**src/cbuf_geom_pkg.sv**
```systemverilog
// ==================================================
// storage geometry shared by every cbuf block
// one RAM per bank, bank word equals client word
// ==================================================
package cbuf_geom_pkg;

  // bits per bank word, also the width of each client data port
  localparam int RAM_WIDTH = 64;

  // one bank word or one client data word
  typedef logic [RAM_WIDTH-1:0] cbuf_data_t;

  // default geometry, the top level may override both
  localparam int DEFAULT_NUM_BANKS       = 4;
  localparam int DEFAULT_BANK_DEPTH_BITS = 4;

  // bank words ORed together per level of the read tree
  // bank count has to be a power of this
  localparam int GROUP_FANIN = 4;

endpackage

```
**src/cbuf_client_pkg.sv**
```systemverilog
// ==================================================
// pipeline depths seen by the read and write clients
// read latency is 3 plus the number of tree levels
// ==================================================
package cbuf_client_pkg;

  // registered read enable and row in front of the RAMs
  localparam int RD_CTRL_STAGES = 1;

  // RAM read latency
  localparam int RAM_RD_STAGES = 1;

  // flop right after masking, first tree level
  localparam int RD_MASK_STAGES = 1;

  // write pipeline in front of the RAMs (d1, d2)
  localparam int WR_STAGES = 2;

endpackage

```
**src/cbuf_bank_ram.sv**
```systemverilog
// ==================================================
// one bank, 1R1W synchronous RAM
// same row read and written at one edge gives old word
// no reset on contents or read data
// ==================================================
`timescale 1ns/1ps

module cbuf_bank_ram #(
  parameter int BANK_DEPTH_BITS = cbuf_geom_pkg::DEFAULT_BANK_DEPTH_BITS
) (
  input  logic                       nvdla_core_clk,
  input  logic                       re,
  input  logic [BANK_DEPTH_BITS-1:0] ra,
  input  logic                       we,
  input  logic [BANK_DEPTH_BITS-1:0] wa,
  input  cbuf_geom_pkg::cbuf_data_t  di,
  output cbuf_geom_pkg::cbuf_data_t  dout
);

  localparam int DEPTH = 1 << BANK_DEPTH_BITS;

  cbuf_geom_pkg::cbuf_data_t mem [DEPTH];

  // write port
  always_ff @(posedge nvdla_core_clk) begin
    if (we) begin
      mem[wa] <= di;
    end
  end

  // read port, dout holds while re is low
  always_ff @(posedge nvdla_core_clk) begin
    if (re) begin
      dout <= mem[ra];
    end
  end

endmodule

```
**src/cbuf_write_path.sv**
```systemverilog
// ==================================================
// write decode for the data and weight clients
// two flop stages, RAM stores at the third edge
// both clients on one bank in one cycle is illegal
// ==================================================
`timescale 1ns/1ps

module cbuf_write_path #(
  parameter int  NUM_BANKS       = cbuf_geom_pkg::DEFAULT_NUM_BANKS,
  parameter int  BANK_DEPTH_BITS = cbuf_geom_pkg::DEFAULT_BANK_DEPTH_BITS,
  localparam int BANK_BITS       = $clog2(NUM_BANKS),
  localparam int ADDR_W          = BANK_BITS + BANK_DEPTH_BITS
) (
  input  logic                                      nvdla_core_clk,
  input  logic                                      rst_n,
  input  logic                                      dat_wr_en,
  input  logic [ADDR_W-1:0]                         dat_wr_addr,
  input  cbuf_geom_pkg::cbuf_data_t                 dat_wr_data,
  input  logic                                      wt_wr_en,
  input  logic [ADDR_W-1:0]                         wt_wr_addr,
  input  cbuf_geom_pkg::cbuf_data_t                 wt_wr_data,
  output logic [NUM_BANKS-1:0]                      bank_wr_en,
  output logic [NUM_BANKS-1:0][BANK_DEPTH_BITS-1:0] bank_wr_row,
  output cbuf_geom_pkg::cbuf_data_t [NUM_BANKS-1:0] bank_wr_data
);

  // client 0 is feature data, client 1 is weight
  localparam int NUM_CLIENTS = 2;

  logic [NUM_CLIENTS-1:0]                      wr_en;
  logic [NUM_CLIENTS-1:0][ADDR_W-1:0]          wr_addr;
  cbuf_geom_pkg::cbuf_data_t [NUM_CLIENTS-1:0] wr_data;
  logic [NUM_CLIENTS-1:0][NUM_BANKS-1:0]       hit_d0;
  logic [NUM_CLIENTS-1:0][NUM_BANKS-1:0]       hit_d1;
  logic [NUM_CLIENTS-1:0][BANK_DEPTH_BITS-1:0] row_d1;
  cbuf_geom_pkg::cbuf_data_t [NUM_CLIENTS-1:0] data_d1;

  assign wr_en   = {wt_wr_en, dat_wr_en};
  assign wr_addr = {wt_wr_addr, dat_wr_addr};
  assign wr_data = {wt_wr_data, dat_wr_data};

  // one-hot bank hit per client, upper address bits pick the bank
  always_comb begin
    for (int c = 0; c < NUM_CLIENTS; c++) begin
      hit_d0[c] = {{(NUM_BANKS-1){1'b0}}, wr_en[c]} << wr_addr[c][ADDR_W-1 -: BANK_BITS];
    end
  end

  // ==================================================
  // d1: per-client stage
  // ==================================================
  always_ff @(posedge nvdla_core_clk or negedge rst_n) begin
    if (!rst_n) begin
      hit_d1 <= '0;
    end else begin
      hit_d1 <= hit_d0;
    end
  end

  // row and data only move on a write
  always_ff @(posedge nvdla_core_clk) begin
    for (int c = 0; c < NUM_CLIENTS; c++) begin
      if (wr_en[c]) begin
        row_d1[c]  <= wr_addr[c][BANK_DEPTH_BITS-1:0];
        data_d1[c] <= wr_data[c];
      end
    end
  end

  // ==================================================
  // d2: per-bank stage, the one client hitting a bank wins
  // ==================================================
  always_ff @(posedge nvdla_core_clk or negedge rst_n) begin
    if (!rst_n) begin
      bank_wr_en <= '0;
    end else begin
      bank_wr_en <= hit_d1[0] | hit_d1[1];
    end
  end

  always_ff @(posedge nvdla_core_clk) begin
    for (int b = 0; b < NUM_BANKS; b++) begin
      if (hit_d1[1][b]) begin
        bank_wr_row[b]  <= row_d1[1];
        bank_wr_data[b] <= data_d1[1];
      end else if (hit_d1[0][b]) begin
        bank_wr_row[b]  <= row_d1[0];
        bank_wr_data[b] <= data_d1[0];
      end
    end
  end

  // feature and weight writes never share a bank
  a_wr_no_collision: assert property (@(posedge nvdla_core_clk) disable iff (!rst_n)
    (hit_d0[0] & hit_d0[1]) == '0)
    else $error("data and weight writes hit one bank in the same cycle");

endmodule

```
**src/cbuf_read_decode.sv**
```systemverilog
// ==================================================
// read decode for one client
// bank_sel_d2 lines up with the RAM output
// ==================================================
`timescale 1ns/1ps

module cbuf_read_decode #(
  parameter int  NUM_BANKS       = cbuf_geom_pkg::DEFAULT_NUM_BANKS,
  parameter int  BANK_DEPTH_BITS = cbuf_geom_pkg::DEFAULT_BANK_DEPTH_BITS,
  localparam int BANK_BITS       = $clog2(NUM_BANKS),
  localparam int ADDR_W          = BANK_BITS + BANK_DEPTH_BITS
) (
  input  logic                                      nvdla_core_clk,
  input  logic                                      rst_n,
  input  logic                                      rd_en,
  input  logic [ADDR_W-1:0]                         rd_addr,
  output logic [NUM_BANKS-1:0]                      bank_rd_en,
  output logic [NUM_BANKS-1:0][BANK_DEPTH_BITS-1:0] bank_rd_row,
  output logic [NUM_BANKS-1:0]                      bank_sel_d2
);

  // select rides along the read control flop and the RAM read
  localparam int SEL_DLY = cbuf_client_pkg::RD_CTRL_STAGES + cbuf_client_pkg::RAM_RD_STAGES;

  logic [SEL_DLY-1:0][NUM_BANKS-1:0] sel_q;

  // one-hot bank enable
  assign bank_rd_en = {{(NUM_BANKS-1){1'b0}}, rd_en} << rd_addr[ADDR_W-1 -: BANK_BITS];

  // same row offered to every bank, the enable decides who uses it
  assign bank_rd_row = {NUM_BANKS{rd_addr[BANK_DEPTH_BITS-1:0]}};

  // select delay line
  always_ff @(posedge nvdla_core_clk or negedge rst_n) begin
    if (!rst_n) begin
      sel_q <= '0;
    end else begin
      sel_q[0] <= bank_rd_en;
      for (int i = 1; i < SEL_DLY; i++) begin
        sel_q[i] <= sel_q[i-1];
      end
    end
  end

  assign bank_sel_d2 = sel_q[SEL_DLY-1];

endmodule

```
**src/cbuf_bank_array.sv**
```systemverilog
// ==================================================
// all RAM banks plus the registered read control
// data and weight reads must not share a bank
// an unread bank keeps its last output
// ==================================================
`timescale 1ns/1ps

module cbuf_bank_array #(
  parameter int NUM_BANKS       = cbuf_geom_pkg::DEFAULT_NUM_BANKS,
  parameter int BANK_DEPTH_BITS = cbuf_geom_pkg::DEFAULT_BANK_DEPTH_BITS
) (
  input  logic                                      nvdla_core_clk,
  input  logic                                      rst_n,
  input  logic [NUM_BANKS-1:0]                      dat_bank_rd_en,
  input  logic [NUM_BANKS-1:0][BANK_DEPTH_BITS-1:0] dat_bank_rd_row,
  input  logic [NUM_BANKS-1:0]                      wt_bank_rd_en,
  input  logic [NUM_BANKS-1:0][BANK_DEPTH_BITS-1:0] wt_bank_rd_row,
  input  logic [NUM_BANKS-1:0]                      bank_wr_en,
  input  logic [NUM_BANKS-1:0][BANK_DEPTH_BITS-1:0] bank_wr_row,
  input  cbuf_geom_pkg::cbuf_data_t [NUM_BANKS-1:0] bank_wr_data,
  output cbuf_geom_pkg::cbuf_data_t [NUM_BANKS-1:0] bank_rd_data
);

  logic [NUM_BANKS-1:0]                      rd_en_d1;
  logic [NUM_BANKS-1:0][BANK_DEPTH_BITS-1:0] rd_row_d1;

  // ==================================================
  // read control stage
  // ==================================================
  always_ff @(posedge nvdla_core_clk or negedge rst_n) begin
    if (!rst_n) begin
      rd_en_d1 <= '0;
    end else begin
      rd_en_d1 <= dat_bank_rd_en | wt_bank_rd_en;
    end
  end

  // row of the requesting client, held when idle
  always_ff @(posedge nvdla_core_clk) begin
    for (int b = 0; b < NUM_BANKS; b++) begin
      if (wt_bank_rd_en[b]) begin
        rd_row_d1[b] <= wt_bank_rd_row[b];
      end else if (dat_bank_rd_en[b]) begin
        rd_row_d1[b] <= dat_bank_rd_row[b];
      end
    end
  end

  // ==================================================
  // banks
  // ==================================================
  for (genvar b = 0; b < NUM_BANKS; b++) begin : g_bank
    cbuf_bank_ram #(
      .BANK_DEPTH_BITS (BANK_DEPTH_BITS)
    ) u_ram (
      .nvdla_core_clk (nvdla_core_clk),
      .re             (rd_en_d1[b]),
      .ra             (rd_row_d1[b]),
      .we             (bank_wr_en[b]),
      .wa             (bank_wr_row[b]),
      .di             (bank_wr_data[b]),
      .dout           (bank_rd_data[b])
    );
  end

  // the two read decoders never pick the same bank
  a_rd_no_collision: assert property (@(posedge nvdla_core_clk) disable iff (!rst_n)
    (dat_bank_rd_en & wt_bank_rd_en) == '0)
    else $error("data and weight reads hit one bank in the same cycle");

endmodule

```
**src/cbuf_read_collect.sv**
```systemverilog
// ==================================================
// masks bank outputs for one client, ORs them down
// a flop per level, valid delayed to match the data
// bank count must be a power of the group fan-in
// ==================================================
`timescale 1ns/1ps

module cbuf_read_collect #(
  parameter int NUM_BANKS = cbuf_geom_pkg::DEFAULT_NUM_BANKS
) (
  input  logic                                      nvdla_core_clk,
  input  logic                                      rst_n,
  input  logic [NUM_BANKS-1:0]                      bank_sel_d2,
  input  cbuf_geom_pkg::cbuf_data_t [NUM_BANKS-1:0] bank_rd_data,
  output logic                                      rd_valid,
  output cbuf_geom_pkg::cbuf_data_t                 rd_data
);

  localparam int FANIN   = cbuf_geom_pkg::GROUP_FANIN;
  localparam int LEVELS  = $clog2(NUM_BANKS) / $clog2(FANIN);
  localparam int VLD_DLY = cbuf_client_pkg::RD_MASK_STAGES + LEVELS;

  logic [VLD_DLY-1:0] vld_q;

  // ==================================================
  // data tree, g_lvl[0] is the masked flop
  // ==================================================
  for (genvar l = 0; l <= LEVELS; l++) begin : g_lvl
    localparam int N = NUM_BANKS / (FANIN ** l);

    cbuf_geom_pkg::cbuf_data_t [N-1:0] q;

    if (l == 0) begin : g_mask
      // zero every bank this client did not read
      always_ff @(posedge nvdla_core_clk) begin
        for (int i = 0; i < N; i++) begin
          q[i] <= bank_rd_data[i] & {cbuf_geom_pkg::RAM_WIDTH{bank_sel_d2[i]}};
        end
      end
    end else begin : g_or
      cbuf_geom_pkg::cbuf_data_t [N-1:0] or_w;

      // group of FANIN words from the level below
      always_comb begin
        for (int i = 0; i < N; i++) begin
          or_w[i] = '0;
          for (int k = 0; k < FANIN; k++) begin
            or_w[i] = or_w[i] | g_lvl[l-1].q[i*FANIN+k];
          end
        end
      end

      always_ff @(posedge nvdla_core_clk) begin
        q <= or_w;
      end
    end
  end

  assign rd_data = g_lvl[LEVELS].q[0];

  // ==================================================
  // valid, same depth as the tree
  // ==================================================
  always_ff @(posedge nvdla_core_clk or negedge rst_n) begin
    if (!rst_n) begin
      vld_q <= '0;
    end else begin
      vld_q <= {vld_q[VLD_DLY-2:0], |bank_sel_d2};
    end
  end

  assign rd_valid = vld_q[VLD_DLY-1];

  // one client reads one bank per request
  a_sel_onehot: assert property (@(posedge nvdla_core_clk) disable iff (!rst_n)
    $onehot0(bank_sel_d2))
    else $error("more than one bank selected for one client");

endmodule

```
**src/cbuf_top.sv**
```systemverilog
// ==================================================
// banked convolution buffer, 2 write and 2 read clients
// read valid after 3 plus tree levels cycles
// no stall, bank collisions are illegal
// ==================================================
`timescale 1ns/1ps

module cbuf_top #(
  parameter int  NUM_BANKS       = cbuf_geom_pkg::DEFAULT_NUM_BANKS,
  parameter int  BANK_DEPTH_BITS = cbuf_geom_pkg::DEFAULT_BANK_DEPTH_BITS,
  localparam int ADDR_W          = $clog2(NUM_BANKS) + BANK_DEPTH_BITS
) (
  input  logic                      nvdla_core_clk,
  input  logic                      rst_n,
  input  logic                      cdma2buf_dat_wr_en,
  input  logic [ADDR_W-1:0]         cdma2buf_dat_wr_addr,
  input  cbuf_geom_pkg::cbuf_data_t cdma2buf_dat_wr_data,
  input  logic                      cdma2buf_wt_wr_en,
  input  logic [ADDR_W-1:0]         cdma2buf_wt_wr_addr,
  input  cbuf_geom_pkg::cbuf_data_t cdma2buf_wt_wr_data,
  input  logic                      sc2buf_dat_rd_en,
  input  logic [ADDR_W-1:0]         sc2buf_dat_rd_addr,
  output logic                      sc2buf_dat_rd_valid,
  output cbuf_geom_pkg::cbuf_data_t sc2buf_dat_rd_data,
  input  logic                      sc2buf_wt_rd_en,
  input  logic [ADDR_W-1:0]         sc2buf_wt_rd_addr,
  output logic                      sc2buf_wt_rd_valid,
  output cbuf_geom_pkg::cbuf_data_t sc2buf_wt_rd_data
);

  // write path to banks
  logic [NUM_BANKS-1:0]                      bank_wr_en;
  logic [NUM_BANKS-1:0][BANK_DEPTH_BITS-1:0] bank_wr_row;
  cbuf_geom_pkg::cbuf_data_t [NUM_BANKS-1:0] bank_wr_data;

  // read decoders to banks and collectors
  logic [NUM_BANKS-1:0]                      dat_bank_rd_en;
  logic [NUM_BANKS-1:0][BANK_DEPTH_BITS-1:0] dat_bank_rd_row;
  logic [NUM_BANKS-1:0]                      dat_bank_sel_d2;
  logic [NUM_BANKS-1:0]                      wt_bank_rd_en;
  logic [NUM_BANKS-1:0][BANK_DEPTH_BITS-1:0] wt_bank_rd_row;
  logic [NUM_BANKS-1:0]                      wt_bank_sel_d2;

  // raw bank outputs, shared by both collectors
  cbuf_geom_pkg::cbuf_data_t [NUM_BANKS-1:0] bank_rd_data;

  cbuf_write_path #(
    .NUM_BANKS       (NUM_BANKS),
    .BANK_DEPTH_BITS (BANK_DEPTH_BITS)
  ) u_write_path (
    .nvdla_core_clk (nvdla_core_clk),
    .rst_n          (rst_n),
    .dat_wr_en      (cdma2buf_dat_wr_en),
    .dat_wr_addr    (cdma2buf_dat_wr_addr),
    .dat_wr_data    (cdma2buf_dat_wr_data),
    .wt_wr_en       (cdma2buf_wt_wr_en),
    .wt_wr_addr     (cdma2buf_wt_wr_addr),
    .wt_wr_data     (cdma2buf_wt_wr_data),
    .bank_wr_en     (bank_wr_en),
    .bank_wr_row    (bank_wr_row),
    .bank_wr_data   (bank_wr_data)
  );

  cbuf_read_decode #(
    .NUM_BANKS       (NUM_BANKS),
    .BANK_DEPTH_BITS (BANK_DEPTH_BITS)
  ) u_dat_rd_decode (
    .nvdla_core_clk (nvdla_core_clk),
    .rst_n          (rst_n),
    .rd_en          (sc2buf_dat_rd_en),
    .rd_addr        (sc2buf_dat_rd_addr),
    .bank_rd_en     (dat_bank_rd_en),
    .bank_rd_row    (dat_bank_rd_row),
    .bank_sel_d2    (dat_bank_sel_d2)
  );

  cbuf_read_decode #(
    .NUM_BANKS       (NUM_BANKS),
    .BANK_DEPTH_BITS (BANK_DEPTH_BITS)
  ) u_wt_rd_decode (
    .nvdla_core_clk (nvdla_core_clk),
    .rst_n          (rst_n),
    .rd_en          (sc2buf_wt_rd_en),
    .rd_addr        (sc2buf_wt_rd_addr),
    .bank_rd_en     (wt_bank_rd_en),
    .bank_rd_row    (wt_bank_rd_row),
    .bank_sel_d2    (wt_bank_sel_d2)
  );

  cbuf_bank_array #(
    .NUM_BANKS       (NUM_BANKS),
    .BANK_DEPTH_BITS (BANK_DEPTH_BITS)
  ) u_bank_array (
    .nvdla_core_clk  (nvdla_core_clk),
    .rst_n           (rst_n),
    .dat_bank_rd_en  (dat_bank_rd_en),
    .dat_bank_rd_row (dat_bank_rd_row),
    .wt_bank_rd_en   (wt_bank_rd_en),
    .wt_bank_rd_row  (wt_bank_rd_row),
    .bank_wr_en      (bank_wr_en),
    .bank_wr_row     (bank_wr_row),
    .bank_wr_data    (bank_wr_data),
    .bank_rd_data    (bank_rd_data)
  );

  cbuf_read_collect #(
    .NUM_BANKS (NUM_BANKS)
  ) u_dat_rd_collect (
    .nvdla_core_clk (nvdla_core_clk),
    .rst_n          (rst_n),
    .bank_sel_d2    (dat_bank_sel_d2),
    .bank_rd_data   (bank_rd_data),
    .rd_valid       (sc2buf_dat_rd_valid),
    .rd_data        (sc2buf_dat_rd_data)
  );

  cbuf_read_collect #(
    .NUM_BANKS (NUM_BANKS)
  ) u_wt_rd_collect (
    .nvdla_core_clk (nvdla_core_clk),
    .rst_n          (rst_n),
    .bank_sel_d2    (wt_bank_sel_d2),
    .bank_rd_data   (bank_rd_data),
    .rd_valid       (sc2buf_wt_rd_valid),
    .rd_data        (sc2buf_wt_rd_data)
  );

endmodule

```
**config.mk**
```make
export PLATFORM = sky130hd
export DESIGN_NAME = cbuf_top
export DESIGN_NICKNAME = d
export VERILOG_FILES = /design/src/cbuf_geom_pkg.sv /design/src/cbuf_client_pkg.sv /design/src/cbuf_bank_ram.sv /design/src/cbuf_write_path.sv /design/src/cbuf_read_decode.sv /design/src/cbuf_bank_array.sv /design/src/cbuf_read_collect.sv /design/src/cbuf_top.sv
export SDC_FILE = /design/constraint.sdc
export NUM_CORES = 2
export LEC_CHECK = 0
export BUFFER_PORTS_ARGS = -buffer_cell sky130_fd_sc_hd__buf_2
export CORE_MARGIN = 1
export CORE_UTILIZATION = 40
export DETAILED_ROUTE_END_ITERATION = 12
export GPL_ROUTABILITY_DRIVEN = 0
export HOLD_SLACK_MARGIN = 0.03
export PLACE_DENSITY = 0.64
export SYNTH_ARGS = -nofsm -noshare
export SYNTH_HDL_FRONTEND = slang
export SYNTH_HIERARCHICAL = 1
export SYNTH_SLANG_ARGS = --single-unit
```
**constraint.sdc**
```tcl
create_clock -name nvdla_core_clk -period 7.92 [get_ports nvdla_core_clk]
set_clock_uncertainty 0.15 [all_clocks]
set_input_delay 0.792 -clock nvdla_core_clk [delete_from_list [all_inputs] [get_ports nvdla_core_clk]]
set_output_delay 0.792 -clock nvdla_core_clk [all_outputs]
set_load 0.01 [all_outputs]
```
==> run metrics <==
1st-iter DRT viols 13600; Tcrit/Tclk final 44.1%; gr ovfl total 0; grt met1 use 30.3%; I/O pins 288; Slew @ Worst Pin 1210 ps; setup_tns 0 ps; Post-synth EDFFs 4776; WL/cell 34.6 um; via count 96400; Worst Setup Start Kind register; Setup Buffers After CTS 0; reg2reg path depth 5; Synth Flop Type edfxtp_1; initial antenna violation count 116; clk sinks 5452; H-tree levels 6; critical register-to-register path endpoint u_bank_array/g_bank[0].u_ram/dout[38]; Area growth syn-to-layout 14.8%; GR peak layer met2; pwr/cell area 276 mW/mm^2; slowest CP cell buf_4; iteration count of the initial detailed-routing pass 6; die area 0.492 mm^2; Fin Hold WS 113 ps; hpwl dp 331000 um; synth warn 6; Core Area 0.487 mm^2; cells after synthesis 8770; Hold Crit Start cdma2buf_dat_wr_en; post-synthesis sequential area ratio 80.2%; gr usage total 22.8%; CP endpoint kind register; dpl ws 4390 ps; Yosys reg bits 5452; nets 9682; largest net degree at the start of global routing 137; multi-input logic area 0.0367 mm^2; first-pass GRT wire length 777000 um; worst vdd ir 0.219 mV; Clock Pin Slew Worst Setup and Hold Paths 70 ps; final core occ 46.2%; Die X 702 um; CTS Buf Count 553; RR Startpoint u_bank_array/rd_row_d1[1]; M2 GR Usage 36.0%; Final Hold Fails 0; Leak 0.0731 uW; via/cell ratio 5.84; number of global-route vias before repair 95000; met3 Resource Use GR 6.34%; Initial Utilization 40.2%; syn_nets 8928; critical path cell sequence buf_4 > buf_4 > mux4_2 > a22oi_1 > nand2_1; most common cell after layout, fill and taps aside edfxtp_1; Routed Antenna Nets 0; fmax 0.286 GHz; Setup Crit Path Kind reg -> reg; RSZ-0062 raised after global routing no; Routed WL 572000 um; Root Buffer Master clkbuf_16; CP max FO 59; status finished, final reports clean; worst skew pair latency 1090 ps; Syn Area/Cell 22.3 um^2; TritonCTS clock tree yes; register area 0.157 mm^2; Crit path top cell by count buf_4; Hold Path Depth 1; synthesized area 0.196 mm^2; FF-to-FF setup slack 4430 ps; Post-synth ARST share 0.660%; Max Buffers Root-to-Sink 4; CP peak stage delay 830 ps; Min-Delay Endpoint u_write_path/data_d1[22]; WP data required 8590 ps; max-cap viol count 0; final-layout fill cell count 39700; final setup fails 0; Final Power 62000 uW; Distinct cells, synth 31; DRC 0; final worst slack 4430 ps; slew margin rel. 19.3%; WP data arrival 4160 ps; most frequent cells in the layout edfxtp_1 (4776), mux4_2 (1024), dfxtp_1 (640), clkbuf_16 (568); placement row count 256; Hold Path Class in -> reg; Die H 702 um; layout cell share with drive strength beyond 1 26.9%; fin. max-slew vios 0; PortBufs 287; minimum clock period 3490 ps
[worst max path at each step]
stage                                           start                                endpoint  cells after the start
final                       u_bank_array/rd_row_d1[1]   u_bank_array/g_bank[0].u_ram/dout[38]                      5
after global placement      u_bank_array/rd_row_d1[8]   u_bank_array/g_bank[2].u_ram/dout[10]                      5
after CTS                   u_bank_array/rd_row_d1[0]    u_bank_array/g_bank[0].u_ram/dout[8]                      5
after global routing       u_bank_array/rd_row_d1[12]   u_bank_array/g_bank[3].u_ram/dout[29]                      5
after floorplan           u_write_path/bank_wr_row[2]  u_bank_array/g_bank[0].u_ram/mem[0][0]                      2
after detailed placement    u_bank_array/rd_row_d1[0]    u_bank_array/g_bank[0].u_ram/dout[8]                      5
[report_power, final]
| group | leakage, uW | total (uW) | switching, uW | internal, uW |
|---|---|---|---|---|
| registers | 0.0490 | 33200 | 1050 | 32200 |
| logic | 0.0155 | 3330 | 2030 | 1310 |
| clock network | 0.00860 | 25500 | 11000 | 14500 |
[what timing repair did]
item / CTS / global route
resized for setup: 0 / 0
hold endpoints to repair: 200 / 0
hold buffers: 165 / 0
setup endpoints to repair: 0 / 0
[cells in the mapped netlist (59+ instances only)]
cell type     n  area (um^2)
edfxtp_1   4776       143000
mux4_2     1024        23100
dfxtp_1     640        12800
and2_1      516         3230
a22oi_1     512         3840
nand2_1     260          976
mux2_2      236         2660
clkbuf_1    183          687
or4_1       128          961
buf_2        92          460
buf_6        66          743
buf_4        64          480
buf_1        59          221
[sequential cells by signal (all words and copies together) (netlist names), 4 cells and up]
name,count
u_bank_array/g_bank.u_ram/mem,4096
u_bank_array/g_bank.u_ram/dout,256
u_dat_rd_collect/g_lvl.q,256
u_write_path/bank_wr_data,256
u_wt_rd_collect/g_lvl.q,256
u_write_path/data_d1,128
u_dat_rd_collect/rd_data,64
u_wt_rd_collect/rd_data,64
u_bank_array/rd_row_d1,16
u_write_path/bank_wr_row,16
u_write_path/hit_d1,8
u_write_path/row_d1,8
u_bank_array/rd_en_d1,4
u_dat_rd_decode/bank_sel_d2,4
u_dat_rd_decode/sel_q,4
u_write_path/bank_wr_en,4
u_wt_rd_decode/bank_sel_d2,4
u_wt_rd_decode/sel_q,4
[critical path: cells and delay by family (launching register included)]
kind | cells | cell delay (ps)
DFF | 1 | 660
and+or+nand+nor | 1 | 80
muxes | 1 | 420
buffers and inverters | 2 | 1570
AOI/OAI and AO/OA | 1 | 230
[through the flow]
| step | instance area (um^2) | instances |
|---|---|---|
| after floorplan | 196000 | 8770 |
| after global placement | 205000 | 15300 |
| after detailed placement | 205000 | 15300 |
| after CTS | 225000 | 16400 |
| after global routing | 225000 | 16500 |
| final | 225000 | 16500 |
[logic make-up (layout without fill, tap and decap cells)]
family                 count (synthesis)  count (layout)  synth area share [%]
DFF                                 5452            5452                  80.2
muxes                               1312            1312                  13.5
and+or+nand+nor                     1030            1030                  2.99
AOI/OAI and AO/OA                    512             512                  1.96
buffers and inverters                464            1665                  1.32
other                                  0              88                     0
[metal layers]
metal	wire length, um	share of wire [%]	vias to the layer above
met5	198	0.035	-
met4	24000	4.2	28
met2	268000	47	5935
met1	211000	37	51800
met3	68400	12	962
li1	-	-	37700
[final cells by class]
class | count | area share, %
multi-input combinational | 2854 | 16.3
clock inverter | 254 | 1.10
clock buffer | 748 | 6.77
antenna | 88 | 0.0979
sequential | 5452 | 69.9
timing repair buffer | 663 | 2.20
tap | 6450 | 3.59
Note: power is estimated with default switching activity, not from simulation.
